===== config.mk =====
export PLATFORM = sky130hd
export DESIGN_NAME = usb_transactor
export DESIGN_NICKNAME = d
export VERILOG_FILES = /design/src/usb_xact_pkg.sv /design/src/xact_if.sv /design/src/token_dispatch.sv /design/src/handshake_issuer.sv /design/src/bulk_engine.sv /design/src/usb_transactor.sv
export SDC_FILE = /design/constraint.sdc
export NUM_CORES = 1
export LEC_CHECK = 0
export ABC_AREA = 1
export BUFFER_PORTS_ARGS = -buffer_cell sky130_fd_sc_hd__buf_2
export CELL_PAD_IN_SITES_DETAIL_PLACEMENT = 1
export CELL_PAD_IN_SITES_GLOBAL_PLACEMENT = 1
export CORE_ASPECT_RATIO = 0.9
export CORE_MARGIN = 2
export CORE_UTILIZATION = 35
export DETAILED_ROUTE_END_ITERATION = 12
export GPL_TIMING_DRIVEN = 0
export PLACE_DENSITY_LB_ADDON = 0.1
export SETUP_SLACK_MARGIN = 0.15
export SYNTH_ARGS = -nofsm -noshare
export SYNTH_HDL_FRONTEND = slang
export SYNTH_SLANG_ARGS = --single-unit

===== constraint.sdc =====
create_clock -name clock -period 3.4 [get_ports clock]
set_clock_uncertainty 0.15 [all_clocks]
set_input_delay 0.68 -clock clock [delete_from_list [all_inputs] [get_ports clock]]
set_output_delay 0.68 -clock clock [all_outputs]
set_load 0.02 [all_outputs]

===== src/usb_xact_pkg.sv =====
package usb_xact_pkg;

  // Field widths seen at the decoder/encoder boundary
  localparam int ADDR_W = 7;
  localparam int ENDP_W = 4;
  localparam int TUSER_W = 4;

  // One DATA0/DATA1 toggle per possible endpoint number
  localparam int NUM_TOGGLE = 16;

  // Token PID class, as carried in tuser[3:2] by the decoder
  typedef enum logic [1:0] {
    TOK_OUT   = 2'b00,
    TOK_SOF   = 2'b01,
    TOK_IN    = 2'b10,
    TOK_SETUP = 2'b11
  } tok_type_t;

  // Handshake PID class
  typedef enum logic [1:0] {
    HSK_ACK = 2'b00,
    HSK_NAK = 2'b10
  } hsk_type_t;

  // Data PID class, low tuser bits 2'b11 mark a data packet
  typedef enum logic [1:0] {
    DATA0 = 2'b00,
    DATA1 = 2'b10
  } data_pid_t;

  // Transaction dispatcher states
  typedef enum logic [1:0] {
    ST_IDLE,
    ST_BULK,
    ST_DUMP
  } xact_state_t;

  // Bulk engine states
  typedef enum logic [2:0] {
    BLK_IDLE,
    BLK_DATI_TX,
    BLK_DATI_ZDP,
    BLK_DATI_ACK,
    BLK_DATO_RX,
    BLK_DATO_NAK_RX,
    BLK_DATO_HSK,
    BLK_DONE
  } bulk_state_t;

  // Error codes reported to the user side
  typedef enum logic [2:0] {
    ER_NONE = 3'h0,
    ER_TOKN = 3'h3,
    ER_ENDP = 3'h5
  } err_code_t;

endpackage


===== src/xact_if.sv =====
`timescale 1ns/1ps
interface xact_if
  import usb_xact_pkg::*;
();

  // One-cycle pulse when the dispatcher opens a bulk transaction
  logic start;

  // Token details, held for the whole transaction
  tok_type_t tok_type;
  logic [ENDP_W-1:0] endp;

  // Level from the engine once the transaction is complete
  logic done;

  modport dispatch(
    output start,
    output tok_type,
    output endp,
    input done
  );

  modport engine(
    input start,
    input tok_type,
    input endp,
    output done
  );

endinterface


===== src/token_dispatch.sv =====
`timescale 1ns/1ps
module token_dispatch
  import usb_xact_pkg::*;
#(
  parameter int BULK_EP_A = 1,
  parameter int BULK_EP_B = 2
) (
  input  logic              clock,
  input  logic              reset,
  input  logic [ADDR_W-1:0] usb_addr_i,
  input  logic              tok_recv_i,
  input  logic [ADDR_W-1:0] tok_addr_i,
  input  logic [ENDP_W-1:0] tok_endp_i,
  input  tok_type_t         tok_type_i,
  xact_if.dispatch          xact,
  output err_code_t         err_code_o,
  output logic              blk_cycle_o
);

  localparam logic [ENDP_W-1:0] EP_A = ENDP_W'(BULK_EP_A);
  localparam logic [ENDP_W-1:0] EP_B = ENDP_W'(BULK_EP_B);

  xact_state_t state_q;
  err_code_t err_q;
  logic start_q;
  tok_type_t tok_type_q;
  logic [ENDP_W-1:0] endp_q;

  // Token for this device, whatever its type
  logic tok_hit_w;
  logic tok_bulk_w;
  logic endp_ok_w;

  assign tok_hit_w = tok_recv_i && (tok_addr_i == usb_addr_i);
  assign tok_bulk_w = (tok_type_i == TOK_IN) || (tok_type_i == TOK_OUT);
  assign endp_ok_w = (tok_endp_i == EP_A) || (tok_endp_i == EP_B);

  // Token details ride alongside the transaction
  always_ff @(posedge clock) begin
    if (state_q == ST_IDLE && tok_hit_w) begin
      tok_type_q <= tok_type_i;
      endp_q <= tok_endp_i;
    end
  end

  always_ff @(posedge clock) begin
    if (reset) begin
      state_q <= ST_IDLE;
      err_q <= ER_NONE;
      start_q <= 1'b0;
    end else begin
      start_q <= 1'b0;
      case (state_q)
        ST_IDLE: begin
          err_q <= ER_NONE;
          if (tok_hit_w && tok_bulk_w) begin
            // Bad endpoint still runs the bulk engine, but is flagged
            state_q <= ST_BULK;
            start_q <= 1'b1;
            err_q <= endp_ok_w ? ER_NONE : ER_ENDP;
          end else if (tok_hit_w) begin
            // SOF, SETUP and anything else are not handled here
            state_q <= ST_DUMP;
            err_q <= ER_TOKN;
          end
        end
        ST_BULK: begin
          // Engine finished, hand control back
          if (xact.done) begin
            state_q <= ST_IDLE;
          end
        end
        ST_DUMP: begin
          // Stuck here until reset
          state_q <= ST_DUMP;
        end
        default: begin
          state_q <= ST_IDLE;
        end
      endcase
    end
  end

  assign xact.start = start_q;
  assign xact.tok_type = tok_type_q;
  assign xact.endp = endp_q;

  assign err_code_o = err_q;
  assign blk_cycle_o = (state_q == ST_BULK);

endmodule


===== src/handshake_issuer.sv =====
`timescale 1ns/1ps
module handshake_issuer
  import usb_xact_pkg::*;
#(
  parameter int EOP_DELAY = 5
) (
  input  logic      clock,
  input  logic      reset,
  input  logic      usb_recv_i,
  input  logic      hsk_req_i,
  input  hsk_type_t hsk_type_i,
  input  logic      hsk_sent_i,
  output logic      eop_rx_o,
  output logic      hsk_send_o,
  output hsk_type_t hsk_type_o
);

  localparam int CNT_W = $clog2(EOP_DELAY + 1);

  logic [CNT_W-1:0] cnt_q;
  logic eop_rx_q;
  logic send_q;
  hsk_type_t type_q;

  // Counts down from packet receive to the end of its EOP
  always_ff @(posedge clock) begin
    if (reset) begin
      cnt_q <= '0;
      eop_rx_q <= 1'b0;
    end else begin
      if (usb_recv_i) begin
        cnt_q <= CNT_W'(EOP_DELAY);
      end else if (cnt_q != '0) begin
        cnt_q <= cnt_q - 1'b1;
      end
      // A fresh packet restarts the wait
      eop_rx_q <= (cnt_q == CNT_W'(1)) && !usb_recv_i;
    end
  end

  // Handshake goes out once the bus has turned around
  always_ff @(posedge clock) begin
    if (reset) begin
      send_q <= 1'b0;
    end else if (!send_q && eop_rx_q && hsk_req_i) begin
      send_q <= 1'b1;
    end else if (hsk_sent_i) begin
      send_q <= 1'b0;
    end
  end

  // Type captured with the request, held while sending
  always_ff @(posedge clock) begin
    if (!send_q && eop_rx_q && hsk_req_i) begin
      type_q <= hsk_type_i;
    end
  end

  assign eop_rx_o = eop_rx_q;
  assign hsk_send_o = send_q;
  assign hsk_type_o = type_q;

endmodule


===== src/bulk_engine.sv =====
`timescale 1ns/1ps
module bulk_engine
  import usb_xact_pkg::*;
(
  input  logic               clock,
  input  logic               reset,
  xact_if.engine             xact,
  input  logic               blk_in_ready_i,
  input  logic               blk_out_ready_i,
  input  logic               usb_sent_i,
  input  logic               eop_rx_i,
  input  logic               hsk_recv_i,
  input  logic               hsk_sent_i,
  input  logic [TUSER_W-1:0] usb_tuser_i,
  // Bulk IN source
  input  logic               blk_tvalid_i,
  output logic               blk_tready_o,
  input  logic               blk_tlast_i,
  input  logic               blk_tkeep_i,
  input  logic [7:0]         blk_tdata_i,
  // Host OUT data, forwarded to the bulk OUT sink
  input  logic               usb_tvalid_i,
  output logic               usb_tready_o,
  input  logic               usb_tlast_i,
  input  logic               usb_tkeep_i,
  input  logic [7:0]         usb_tdata_i,
  output logic               blk_tvalid_o,
  input  logic               blk_tready_i,
  output logic               blk_tlast_o,
  output logic               blk_tkeep_o,
  output logic [7:0]         blk_tdata_o,
  // To the packet encoder and handshake issuer
  output logic               usb_tvalid_o,
  input  logic               usb_tready_i,
  output logic               usb_tlast_o,
  output logic               usb_tkeep_o,
  output logic [7:0]         usb_tdata_o,
  output logic [TUSER_W-1:0] usb_tuser_o,
  output logic               hsk_req_o,
  output hsk_type_t          hsk_type_o
);

  bulk_state_t state_q;
  logic zdp_q;
  logic nak_q;
  logic [NUM_TOGGLE-1:0] toggle_q;

  logic sel_tx_w;
  logic rx_last_w;
  logic hsk_ack_rx_w;
  logic odd_w;

  assign sel_tx_w = (state_q == BLK_DATI_TX);
  assign rx_last_w = usb_tvalid_i && usb_tready_o && usb_tlast_i;
  assign hsk_ack_rx_w = hsk_recv_i && (usb_tuser_i[3:2] == HSK_ACK);
  assign odd_w = toggle_q[xact.endp];

  always_ff @(posedge clock) begin
    if (reset) begin
      state_q <= BLK_IDLE;
      zdp_q <= 1'b0;
      nak_q <= 1'b0;
    end else begin
      case (state_q)
        BLK_IDLE: begin
          // Direction from the token, path from the user readiness
          if (xact.start && xact.tok_type == TOK_IN) begin
            state_q <= blk_in_ready_i ? BLK_DATI_TX : BLK_DATI_ZDP;
            zdp_q <= !blk_in_ready_i;
          end else if (xact.start) begin
            state_q <= blk_out_ready_i ? BLK_DATO_RX : BLK_DATO_NAK_RX;
            nak_q <= !blk_out_ready_i;
          end
        end
        BLK_DATI_TX: begin
          if (usb_sent_i) begin
            state_q <= BLK_DATI_ACK;
          end
        end
        BLK_DATI_ZDP: begin
          // Single empty beat, gone once the encoder takes it
          if (usb_tvalid_o && usb_tready_i) begin
            zdp_q <= 1'b0;
          end
          if (usb_sent_i) begin
            state_q <= BLK_DATI_ACK;
          end
        end
        BLK_DATI_ACK: begin
          // Any host handshake ends it, only ACK moves the toggle
          if (hsk_recv_i) begin
            state_q <= BLK_DONE;
          end
        end
        BLK_DATO_RX, BLK_DATO_NAK_RX: begin
          // Empty packets end on EOP alone
          if (rx_last_w || eop_rx_i) begin
            state_q <= BLK_DATO_HSK;
          end
        end
        BLK_DATO_HSK: begin
          if (hsk_sent_i) begin
            state_q <= BLK_DONE;
          end
        end
        BLK_DONE: begin
          // Dispatcher leaves BULK on the edge that samples done
          state_q <= BLK_IDLE;
          nak_q <= 1'b0;
        end
        default: begin
          state_q <= BLK_IDLE;
        end
      endcase
    end
  end

  // Per-endpoint DATA0/DATA1 tracking
  always_ff @(posedge clock) begin
    if (reset) begin
      toggle_q <= '0;
    end else if (state_q == BLK_DATO_HSK && hsk_sent_i && !nak_q) begin
      toggle_q[xact.endp] <= !toggle_q[xact.endp];
    end else if (state_q == BLK_DATI_ACK && hsk_ack_rx_w) begin
      toggle_q[xact.endp] <= !toggle_q[xact.endp];
    end
  end

  assign xact.done = (state_q == BLK_DONE);

  // Transmit select, user data in DATI_TX, empty beat otherwise
  assign usb_tvalid_o = sel_tx_w ? blk_tvalid_i : zdp_q;
  assign usb_tlast_o = sel_tx_w ? blk_tlast_i : zdp_q;
  assign usb_tkeep_o = sel_tx_w && blk_tkeep_i;
  assign usb_tdata_o = sel_tx_w ? blk_tdata_i : 8'h00;
  assign blk_tready_o = sel_tx_w && usb_tready_i;
  assign usb_tuser_o = {odd_w ? DATA1 : DATA0, 2'b11};

  // Receive path, sink only sees data it agreed to take
  assign usb_tready_o = (state_q == BLK_DATO_RX) ? blk_tready_i : 1'b1;
  assign blk_tvalid_o = (state_q == BLK_DATO_RX) && usb_tvalid_i;
  assign blk_tlast_o = usb_tlast_i;
  assign blk_tkeep_o = usb_tkeep_i;
  assign blk_tdata_o = usb_tdata_i;

  // OUT transactions always want a handshake
  assign hsk_req_o = (state_q == BLK_DATO_RX) || (state_q == BLK_DATO_NAK_RX) ||
                     (state_q == BLK_DATO_HSK);
  assign hsk_type_o = nak_q ? HSK_NAK : HSK_ACK;

endmodule


===== src/usb_transactor.sv =====
`timescale 1ns/1ps
module usb_transactor
  import usb_xact_pkg::*;
#(
  parameter int BULK_EP_A = 1,
  parameter int BULK_EP_B = 2,
  parameter int EOP_DELAY = 5
) (
  input  logic               clock,
  input  logic               reset,
  input  logic [ADDR_W-1:0]  usb_addr_i,
  output err_code_t          err_code_o,
  // Bulk transfer control
  input  logic               blk_in_ready_i,
  input  logic               blk_out_ready_i,
  output logic               blk_start_o,
  output logic               blk_cycle_o,
  output logic [ENDP_W-1:0]  blk_endpt_o,
  // Bulk OUT stream to the user
  output logic               blk_tvalid_o,
  input  logic               blk_tready_i,
  output logic               blk_tlast_o,
  output logic               blk_tkeep_o,
  output logic [7:0]         blk_tdata_o,
  // Bulk IN stream from the user
  input  logic               blk_tvalid_i,
  output logic               blk_tready_o,
  input  logic               blk_tlast_i,
  input  logic               blk_tkeep_i,
  input  logic [7:0]         blk_tdata_i,
  // Decoded tokens
  input  logic               tok_recv_i,
  input  logic [ADDR_W-1:0]  tok_addr_i,
  input  logic [ENDP_W-1:0]  tok_endp_i,
  // Handshakes
  input  logic               hsk_recv_i,
  output logic               hsk_send_o,
  input  logic               hsk_sent_i,
  output hsk_type_t          hsk_type_o,
  // Packet events
  input  logic               usb_recv_i,
  input  logic               usb_sent_i,
  // Data from the decoder
  input  logic               usb_tvalid_i,
  output logic               usb_tready_o,
  input  logic               usb_tkeep_i,
  input  logic               usb_tlast_i,
  input  logic [TUSER_W-1:0] usb_tuser_i,
  input  logic [7:0]         usb_tdata_i,
  // Data to the encoder
  output logic               usb_tvalid_o,
  input  logic               usb_tready_i,
  output logic               usb_tkeep_o,
  output logic               usb_tlast_o,
  output logic [TUSER_W-1:0] usb_tuser_o,
  output logic [7:0]         usb_tdata_o
);

  logic hsk_req;
  hsk_type_t hsk_type;
  logic eop_rx;

  xact_if xact_bus ();

  assign blk_start_o = xact_bus.start;
  assign blk_endpt_o = xact_bus.endp;

  token_dispatch #(
    .BULK_EP_A(BULK_EP_A),
    .BULK_EP_B(BULK_EP_B)
  ) i_token_dispatch (
    .clock      (clock),
    .reset      (reset),
    .usb_addr_i (usb_addr_i),
    .tok_recv_i (tok_recv_i),
    .tok_addr_i (tok_addr_i),
    .tok_endp_i (tok_endp_i),
    .tok_type_i (tok_type_t'(usb_tuser_i[3:2])),
    .xact       (xact_bus.dispatch),
    .err_code_o (err_code_o),
    .blk_cycle_o(blk_cycle_o)
  );

  handshake_issuer #(
    .EOP_DELAY(EOP_DELAY)
  ) i_handshake_issuer (
    .clock     (clock),
    .reset     (reset),
    .usb_recv_i(usb_recv_i),
    .hsk_req_i (hsk_req),
    .hsk_type_i(hsk_type),
    .hsk_sent_i(hsk_sent_i),
    .eop_rx_o  (eop_rx),
    .hsk_send_o(hsk_send_o),
    .hsk_type_o(hsk_type_o)
  );

  bulk_engine i_bulk_engine (
    .clock          (clock),
    .reset          (reset),
    .xact           (xact_bus.engine),
    .blk_in_ready_i (blk_in_ready_i),
    .blk_out_ready_i(blk_out_ready_i),
    .usb_sent_i     (usb_sent_i),
    .eop_rx_i       (eop_rx),
    .hsk_recv_i     (hsk_recv_i),
    .hsk_sent_i     (hsk_sent_i),
    .usb_tuser_i    (usb_tuser_i),
    .blk_tvalid_i   (blk_tvalid_i),
    .blk_tready_o   (blk_tready_o),
    .blk_tlast_i    (blk_tlast_i),
    .blk_tkeep_i    (blk_tkeep_i),
    .blk_tdata_i    (blk_tdata_i),
    .usb_tvalid_i   (usb_tvalid_i),
    .usb_tready_o   (usb_tready_o),
    .usb_tlast_i    (usb_tlast_i),
    .usb_tkeep_i    (usb_tkeep_i),
    .usb_tdata_i    (usb_tdata_i),
    .blk_tvalid_o   (blk_tvalid_o),
    .blk_tready_i   (blk_tready_i),
    .blk_tlast_o    (blk_tlast_o),
    .blk_tkeep_o    (blk_tkeep_o),
    .blk_tdata_o    (blk_tdata_o),
    .usb_tvalid_o   (usb_tvalid_o),
    .usb_tready_i   (usb_tready_i),
    .usb_tlast_o    (usb_tlast_o),
    .usb_tkeep_o    (usb_tkeep_o),
    .usb_tdata_o    (usb_tdata_o),
    .usb_tuser_o    (usb_tuser_o),
    .hsk_req_o      (hsk_req),
    .hsk_type_o     (hsk_type)
  );

endmodule


* After elaboration in Yosys (flattened, before gate mapping)
Index checks and enable logic that the tools add are counted.
Word-level totals: output and inout bits 40, bits of input ports 55, word-level logic and storage cells 130, flip-flop bits (word level) 40
Operators by class: bitwise logic cells 1, add/sub/neg operators 1, eq/ne operators 26, $lt $le $gt $ge 2, mux-type cells 40, reduce and logical (&&, ||, !) cells 46
Operators by type and width (count):
- 16-bit two-way mux | 2
- 3-bit two-way mux | 10
- 1-bit logical AND | 18
- 3-bit one-hot mux with 6 select lines | 1
- 16-bit bitwise mux | 1
- 2-bit two-way mux | 7
- 1-bit two-way mux | 13
- 3-bit equality test, second input constant | 4
- 2-bit by 1-bit inequality test with 1-bit output, second input constant | 5
- 2-bit nonzero test | 5
- 8-bit two-way mux | 1
- 2-bit inequality test, second input constant | 4
- 2-bit OR reduction | 4
- 7-bit equality test | 1
- 2-bit equality test, second input constant | 3
- 3-bit by 1-bit equality test with 1-bit output, second input constant | 2
- 3-bit by 2-bit equality test with 1-bit output, second input constant | 2
- 1-bit zero test | 6
- 3-bit by 2-bit inequality test with 1-bit output, second input constant | 2
- 2-bit one-hot mux with 3 select lines | 1
- 3-bit AND reduction | 2
- 1-bit logical OR | 5
- 4-bit by 5-bit < comparator with 1-bit output, second input constant | 1
- 5-bit AND reduction | 1
- other kinds (13) | 15

* Logic depth before layout (Yosys ltp)
Gate-level depths: netlist of the first run.
depth after elaboration 7, mapped depth 11, gate-level depth less buffers 10

* Hierarchy
Synthesis of the first run repeated with hierarchy kept, for this count alone.
Unflattened totals: cells, all modules 445, area, all modules 2741.4 um^2
Modules (own cells, without submodules):
- bulk_engine | instances 1, area an instance 1704.1 um^2, sequential area each 420.4 um^2, cells each 296
- token_dispatch | instances 1, area an instance 716.9 um^2, sequential area each 300.3 um^2, cells each 110
- handshake_issuer | instances 1, area an instance 320.3 um^2, sequential area each 160.2 um^2, cells each 39

* Least setup slack after synthesis of the first run
OpenSTA, ideal clock, no wires.
path kind register to output, start register i_token_dispatch.endp_q[0] (netlist: i_token_dispatch.xact.endp[0]), end output port usb_tuser_o[3], path slack 997 ps, cell stages (with the launch flop) 12, buffers on the path 3, arrival 1573 ps, required time 2570 ps, cells stage by stage edfxtp_1 -> buf_6 -> nand2_2 -> inv_1 -> nand2_1 -> nand4_1 -> nand2_1 -> nand2_1 -> nor2_4 -> buf_6 -> inv_1 -> buf_4
On the way: longest elaborated chain between the ends 3
Ends and longest elaborated chain:
- start: declaration | line token_dispatch.sv:27 | logic [ENDP_W-1:0] endp_q;
- start signal: assignment | line token_dispatch.sv:42 | endp_q <= tok_endp_i;
- 1-bit binary-select mux with 4-bit select | line bulk_engine.sv:56 | assign odd_w = toggle_q[xact.endp];
- 1-bit two-way mux (implied by the code) | line bulk_engine.sv:56
- named net i_bulk_engine.odd_w | line bulk_engine.sv:51 | logic odd_w;
- 2-bit two-way mux | line bulk_engine.sv:137 | assign usb_tuser_o = {odd_w ? DATA1 : DATA0, 2'b11};
- end: declaration | line usb_transactor.sv:55 | output logic [TUSER_W-1:0] usb_tuser_o,
The timed path passes the listed nets, and every way through them passes these cells. The select of a mux whose other input is x is not followed.

* Final worst setup path of the first run
Same ends and word-level chain as after synthesis.

==> results.py, run 1 <==
metrics = {
    "drt": {
        "detail_route.wl_per_cell_um": 11.6,
        "vias": 2641,
        "routed_via_density": 4.53,
        "first_pass_iters": 4,
        "drcViolationCount": 0,
        "drt_iter0_drc": 41,
        "ant_nets": 0,
        "wl_um": 6760,
    },
    "die": {
        "start_util_pct": 36.8,
        "die_x_um": 92.4,
        "core_area_um2": 6690,
        "ios": 95,
        "fp.dieArea_um2": 7720,
        "fp.dieH_um": 83.6,
        "rows": 28,
    },
    "final_layout": {
        "nNetsFinal": 550,
        "synthToLayoutAreaGrowth_pct": 24.3,
        "final_cell_mix": "nand2_1 (111), nor2_1 (83), buf_2 (79)",
        "multi_input_area_um2": 1180,
        "diodes": 0,
        "final_util_pct": 45.8,
        "drive_above_1_share_pct": 23.7,
        "fillers": 948,
        "layout_commonest_cell": "nand2_1",
        "register_area_um2": 851,
    },
    "grt": {
        "grt_first_pass_wirelength_um": 11500,
        "grt_usage_pct": 18.1,
        "grt.busiest_layer": "met2",
        "use_met3_pct": 3.25,
        "grt_use_met2_pct": 30.5,
        "grt_max_degree": 14,
        "grt_pass1_vias": 2564,
        "met1_usage_pct": 24.0,
        "grt_overflow": 0,
        "antenna_found_initial": 0,
    },
    "setup_path": {
        "critPathSlowestCell": "edfxtp_1",
        "path_depth": 12,
        "critPathBufInv": 6,
        "critical_path_arrival_ps": 2180,
        "cp_cell_sequence": "buf_6, nand2_2, inv_1, nand2_1, nand4_1, nand2_1, nand2_1, nor2_4, buf_6, inv_1, buf_4, buf_2",
        "crit_fanout": 10,
        "r2r_end": "i_bulk_engine.toggle_q[10]",
        "crit_type": "reg -> out",
        "cp.required_ps": 2570,
        "critPathTopFamily": "buffers and inverters",
        "end_kind": "output port",
        "r2r_slack_ps": 1480,
        "slowest_delay_ps": 440,
        "timing.rr.start": "i_token_dispatch.xact.endp[0]",
        "start_kind": "register",
        "reg2reg_depth": 11,
        "timing.critical_path.mode_cell": "nand2_1",
    },
    "yosys": {
        "ys_seq_area_share_pct": 34.6,
        "ys_warn_count": 0,
        "synth_edf_count": 7,
        "synth_cell_types": 30,
        "ys.flop_type": "dfxtp_1",
        "synth_seq_cells": 39,
        "synthArstFlopShare_pct": 0,
        "syn_area_per_cell_um2": 6.08,
        "synth.cell_area_um2": 2460,
        "syn-instance-count": 405,
    },
    "status": {
        "status": "finished clean",
    },
    "power": {
        "power.density_nw_per_um2": 437,
        "p_leak_uw": 0.00168,
        "ir_drop_uv": 173,
    },
    "cts": {
        "cts_setup_buffers": 0,
        "cts_buffers": 5,
        "cts_root_buf": "clkbuf_8",
        "clk_latency_ps": 290,
        "cts_tree": "done",
        "cts_buffer_depth": 2,
        "ctsHoldBuffers": 0,
        "clk_pin_slew_ps": 90,
        "htree_levels": 2,
        "numClockSinks": 39,
        "post_cts_resize_count": 0,
    },
    "place": {
        "port_buffers": 78,
        "dp_hpwl_um": 5510,
        "globalplace.congestion": 0.838,
    },
    "sta": {
        "worst_pin_slew_ps": 510,
        "hold_viol_final": 0,
        "max_freq_mhz": 332,
        "finalSetupViolations": 0,
        "slew_headroom_pct": 66.0,
        "drv_slew": 0,
        "fin_setup_tns_ps": 0,
        "rsz0062_at_grt": "no",
        "period_share_pct": 88.6,
        "fin_crit_ps": 3010,
    },
    "hold_path": {
        "min_path_type": "reg -> reg",
        "whs_endpoint": "i_handshake_issuer.hsk_type_o[1]",
        "min_from": "i_bulk_engine.nak_q",
        "hold_path_depth": 0,
    },
    "flow_run": {
        "cap_violations": 0,
    },
}
## cell usage after synthesis (all sizes together) (2+ instances only)
cell type | instances | area share (%)
nor3b | 2 | 0.61
a21oi | 14 | 2.8
nand3 | 26 | 5.5
nand4 | 2 | 0.51
dfxtp | 32 | 26
ha | 3 | 1.5
nor2 | 86 | 14
conb | 2 | 0.30
edfxtp | 7 | 8.5
o21ai | 15 | 3.0
clkbuf | 3 | 0.61
buf | 19 | 6.0
or2 | 2 | 0.51
inv | 73 | 11
nand2 | 113 | 17
## sequential cells by signal, indices dropped and copies added, names as in the netlist
signal and cells:
i_token_dispatch.err_code_o 3, i_handshake_issuer.cnt_q 3, i_handshake_issuer.eop_rx_o 1, i_token_dispatch.xact.start 1, i_token_dispatch.xact.endp 4, i_bulk_engine.zdp_q 1, i_handshake_issuer.hsk_type_o 1, i_bulk_engine.toggle_q 16
i_token_dispatch.state_q 2, i_bulk_engine.nak_q 1, i_token_dispatch.xact.tok_type 2, i_bulk_engine.state_q 3, i_handshake_issuer.hsk_send_o 1
## cell type report
class                      count  share of cell area, %
multi-input combinational    273                   38.6
sequential                    39                   27.8
timing repair buffer          78                   12.8
inverter                      73                   8.95
buffer                        22                   5.31
tap                           90                   3.68
clock buffer                   5                   2.25
clock inverter                 3                  0.654
## power by group
part           internal, uW  switching [uW]
Sequential              494            28.9
Combinational           165             331
Clock                   143             177
## worst max path at each step
stage | start | end
detailed placement | i_token_dispatch.xact.endp[0] | usb_tuser_o[3]
global placement | i_token_dispatch.xact.endp[0] | usb_tuser_o[3]
global route | i_token_dispatch.xact.endp[0] | usb_tuser_o[3]
finish | i_token_dispatch.xact.endp[0] | usb_tuser_o[3]
CTS | i_token_dispatch.xact.endp[0] | usb_tuser_o[3]
floorplan | i_token_dispatch.xact.endp[0] | usb_tuser_o[3]
## metal layers
metal | up-vias | share of wire (%)
met5 | - | 0
met2 | 62 | 46
met4 | 0 | 0.74
met3 | 4 | 4.4
li1 | 1372 | -
met1 | 1203 | 49
## kinds of logic after synthesis
logic type	after synthesis	share of synthesized area [%]
DFF	39	34.6
adders and majority gates	3	1.52
and+or+nand+nor	235	39.4
other	2	0.305
buffers and inverters	95	17.7
AOI/OAI and AO/OA	31	6.50
## stage by stage
stage / instances / hold slack, ps / power, uW / setup WS (ps) / instance area [um2]
after global placement: 575 / 281 / 1010 / 715 / 2970
after detailed placement: 575 / 290 / 1030 / 701 / 2970
after floorplan: 407 / 258 / 872 / 997 / 2470
after global routing: 583 / 330 / 1440 / 228 / 3060
final: 583 / 315 / 1340 / 389 / 3060
after CTS: 583 / 310 / 1350 / 371 / 3060
(Power assumes the default switching activity.)
==> run 2, diff against run 1 <==
--- a/config.mk
+++ b/config.mk
@@ -9,2 +9,3 @@
 export BUFFER_PORTS_ARGS = -buffer_cell sky130_fd_sc_hd__buf_2
+export CAP_MARGIN = 20
 export CELL_PAD_IN_SITES_DETAIL_PLACEMENT = 1
@@ -20,2 +21,3 @@
 export SYNTH_HDL_FRONTEND = slang
+export SYNTH_HIERARCHICAL = 1
 export SYNTH_SLANG_ARGS = --single-unit
--- a/constraint.sdc
+++ b/constraint.sdc
@@ -4,2 +4,2 @@
 set_output_delay 0.68 -clock clock [all_outputs]
-set_load 0.02 [all_outputs]
+set_load 0.005 [all_outputs]
==> results.py, run 2 <==
metrics = {
    "yosys": {
        "synth_top_area_cell": "dfxtp_1",
        "syn-instance-count": 445,
        "syn_area_per_cell_um2": 6.16,
        "synth_seq_cells": 40,
        "ys_warn_count": 6,
        "synth_cell_types": 34,
        "ys_seq_area_share_pct": 32.1,
        "synth.cell_area_um2": 2740,
        "yosys-top-cells-count": "nand2_1 (137), nor2_1 (77), inv_1 (74)",
        "synthDominantCellAreaShare_pct": 23.4,
        "synthTopCellsByArea": "dfxtp_1 (23%), nand2_1 (19%), nor2_1 (11%), inv_1 (10%), edfxtp_1 (8.8%)",
        "synthArstFlopShare_pct": 0,
        "synth.most_common_cell": "nand2_1",
        "synth_edf_count": 8,
        "ys.flop_type": "dfxtp_1",
    },
    "power": {
        "ir_drop_uv": 178,
        "finalPower_uw": 1430,
        "power.density_nw_per_um2": 425,
        "p_leak_uw": 0.00183,
    },
    "final_layout": {
        "diodes": 0,
        "final_util_pct": 44.4,
        "drive_above_1_share_pct": 25.0,
        "layout_commonest_cell": "nand2_1",
        "largest_reg_flops": 16,
        "synthToLayoutAreaGrowth_pct": 22.8,
        "final_cell_mix": "nand2_1 (137), buf_2 (81), nor2_1 (77)",
        "top_register": "i_bulk_engine/toggle_q",
        "nNetsFinal": 592,
    },
    "drt": {
        "wl_um": 7390,
        "drcViolationCount": 0,
        "detail_route.wl_per_cell_um": 11.7,
        "routed_via_density": 4.52,
        "ant_nets": 0,
        "first_pass_iters": 4,
        "drt_iter0_drc": 38,
        "vias": 2854,
    },
    "grt": {
        "grt_usage_pct": 18.1,
        "grt_max_degree": 14,
        "grt_first_pass_wirelength_um": 12700,
        "antenna_found_initial": 0,
        "grt_overflow": 0,
        "grt_pass1_vias": 2835,
    },
    "sta": {
        "max_freq_mhz": 357,
        "setup_slack_ps": 601,
        "finalSetupViolations": 0,
        "drv_slew": 0,
        "fin_crit_ps": 2800,
        "fin_setup_tns_ps": 0,
        "period_share_pct": 82.3,
        "worst_pin_slew_ps": 562,
        "slew_headroom_pct": 62.4,
        "rsz0062_at_grt": "no",
        "hold_viol_final": 0,
    },
    "die": {
        "fp.dieArea_um2": 8560,
        "fp.dieH_um": 88.0,
        "ios": 95,
        "die_x_um": 97.3,
        "rows": 30,
        "core_area_um2": 7580,
        "start_util_pct": 36.2,
    },
    "hold_path": {
        "min_path_type": "reg -> reg",
    },
    "setup_path": {
        "crit_fanout": 10,
        "cp.required_ps": 2570,
        "start_kind": "register",
        "critical_path_arrival_ps": 1970,
        "crit_type": "reg -> out",
        "end_kind": "output port",
    },
    "flow_run": {
        "cap_violations": 0,
    },
    "cts": {
        "clk_latency_ps": 300,
        "clk_pin_slew_ps": 90,
        "cts_buffers": 5,
        "cts_root_buf": "clkbuf_8",
        "cts_buffer_depth": 2,
        "cts_setup_buffers": 0,
        "cts_tree": "done",
        "ctsHoldBuffers": 0,
        "numClockSinks": 40,
        "post_cts_resize_count": 0,
        "htree_levels": 2,
    },
    "place": {
        "port_buffers": 80,
        "globalplace.congestion": 0.855,
        "dp_hpwl_um": 5960,
        "preCtsSetupSlack_ps": 937,
    },
    "status": {
        "status": "finished clean",
    },
}
## run 2: changes by cell type in the layout (fill, tap and decap cells not counted), sizes merged, moves of 2 or more
cell,delta
nor2,-4
inv,+7
nand3,+6
nor3b,-2
o22ai,+2
buf,+8
nand2,+27
## run 2: area by class of cell
type | count | area [um2]
buffer | 26 | 208
inverter | 81 | 309
sequential | 40 | 881
clock inverter | 2 | 15.0
clock buffer | 6 | 82.6
multi-input combinational | 300 | 1350
fill | 1069 | 4220
tap | 96 | 120
timing repair buffer | 80 | 400
## run 2: final timing paths
check / from / endpoint / slack, ps / cells past startpoint
max reg2reg: i_token_dispatch/xact.endp[0] / i_bulk_engine/toggle_q[6] / 1660 / 10
min reg2reg: i_token_dispatch/err_code_o[2] / i_token_dispatch/err_code_o[2] / 320 / 2
max: i_token_dispatch/xact.endp[0] / usb_tuser_o[3] / 600 / 12
min: i_token_dispatch/err_code_o[2] / i_token_dispatch/err_code_o[2] / 320 / 2
## run 2: routing by layer
metal | share of wire (%) | GRT usage [%]
met1 | 47 | 23.0
met2 | 48 | 32.7
met3 | 4.5 | 3.43
met4 | 0.49 | 3.41
met5 | 0 | 0
## run 2: critical path: stages (launching register included)
cell and delay, ps:
edfxtp_1 420, buf_4 190, nand2_1 70, o21ai_0 80
nand2_1 70, nand2_1 60, nand2_1 80, nand2_2 100
nor2_8 170, buf_6 170, inv_1 40, buf_4 120
buf_2 110
## run 2: logic make-up after synthesis
kind of cell	count (synthesis)	synth area share (%)
AND/OR/NAND/NOR	263	41.2
buffers and inverters	107	18.8
flip-flops	40	32.1
AO/OA/AOI/OAI	30	6.21
adder cells (fa/ha/maj)	3	1.37
other	2	0.274
## run 2: power by group
group	switching [uW]	leakage [uW]	internal, uW
combinational	354	0.00146	216
clock	181	0.0000434	165
sequential	10.1	0.000330	507
total	545	0.00183	887
## run 2: stage by stage
stage                     instance area [um2]  instances  hold slack [ps]
after floorplan                          2750        447              301
after global placement                   3270        623              303
after detailed placement                 3270        623              310
after CTS                                3370        631              325
after global routing                     3370        631              340
final                                    3370        631              322
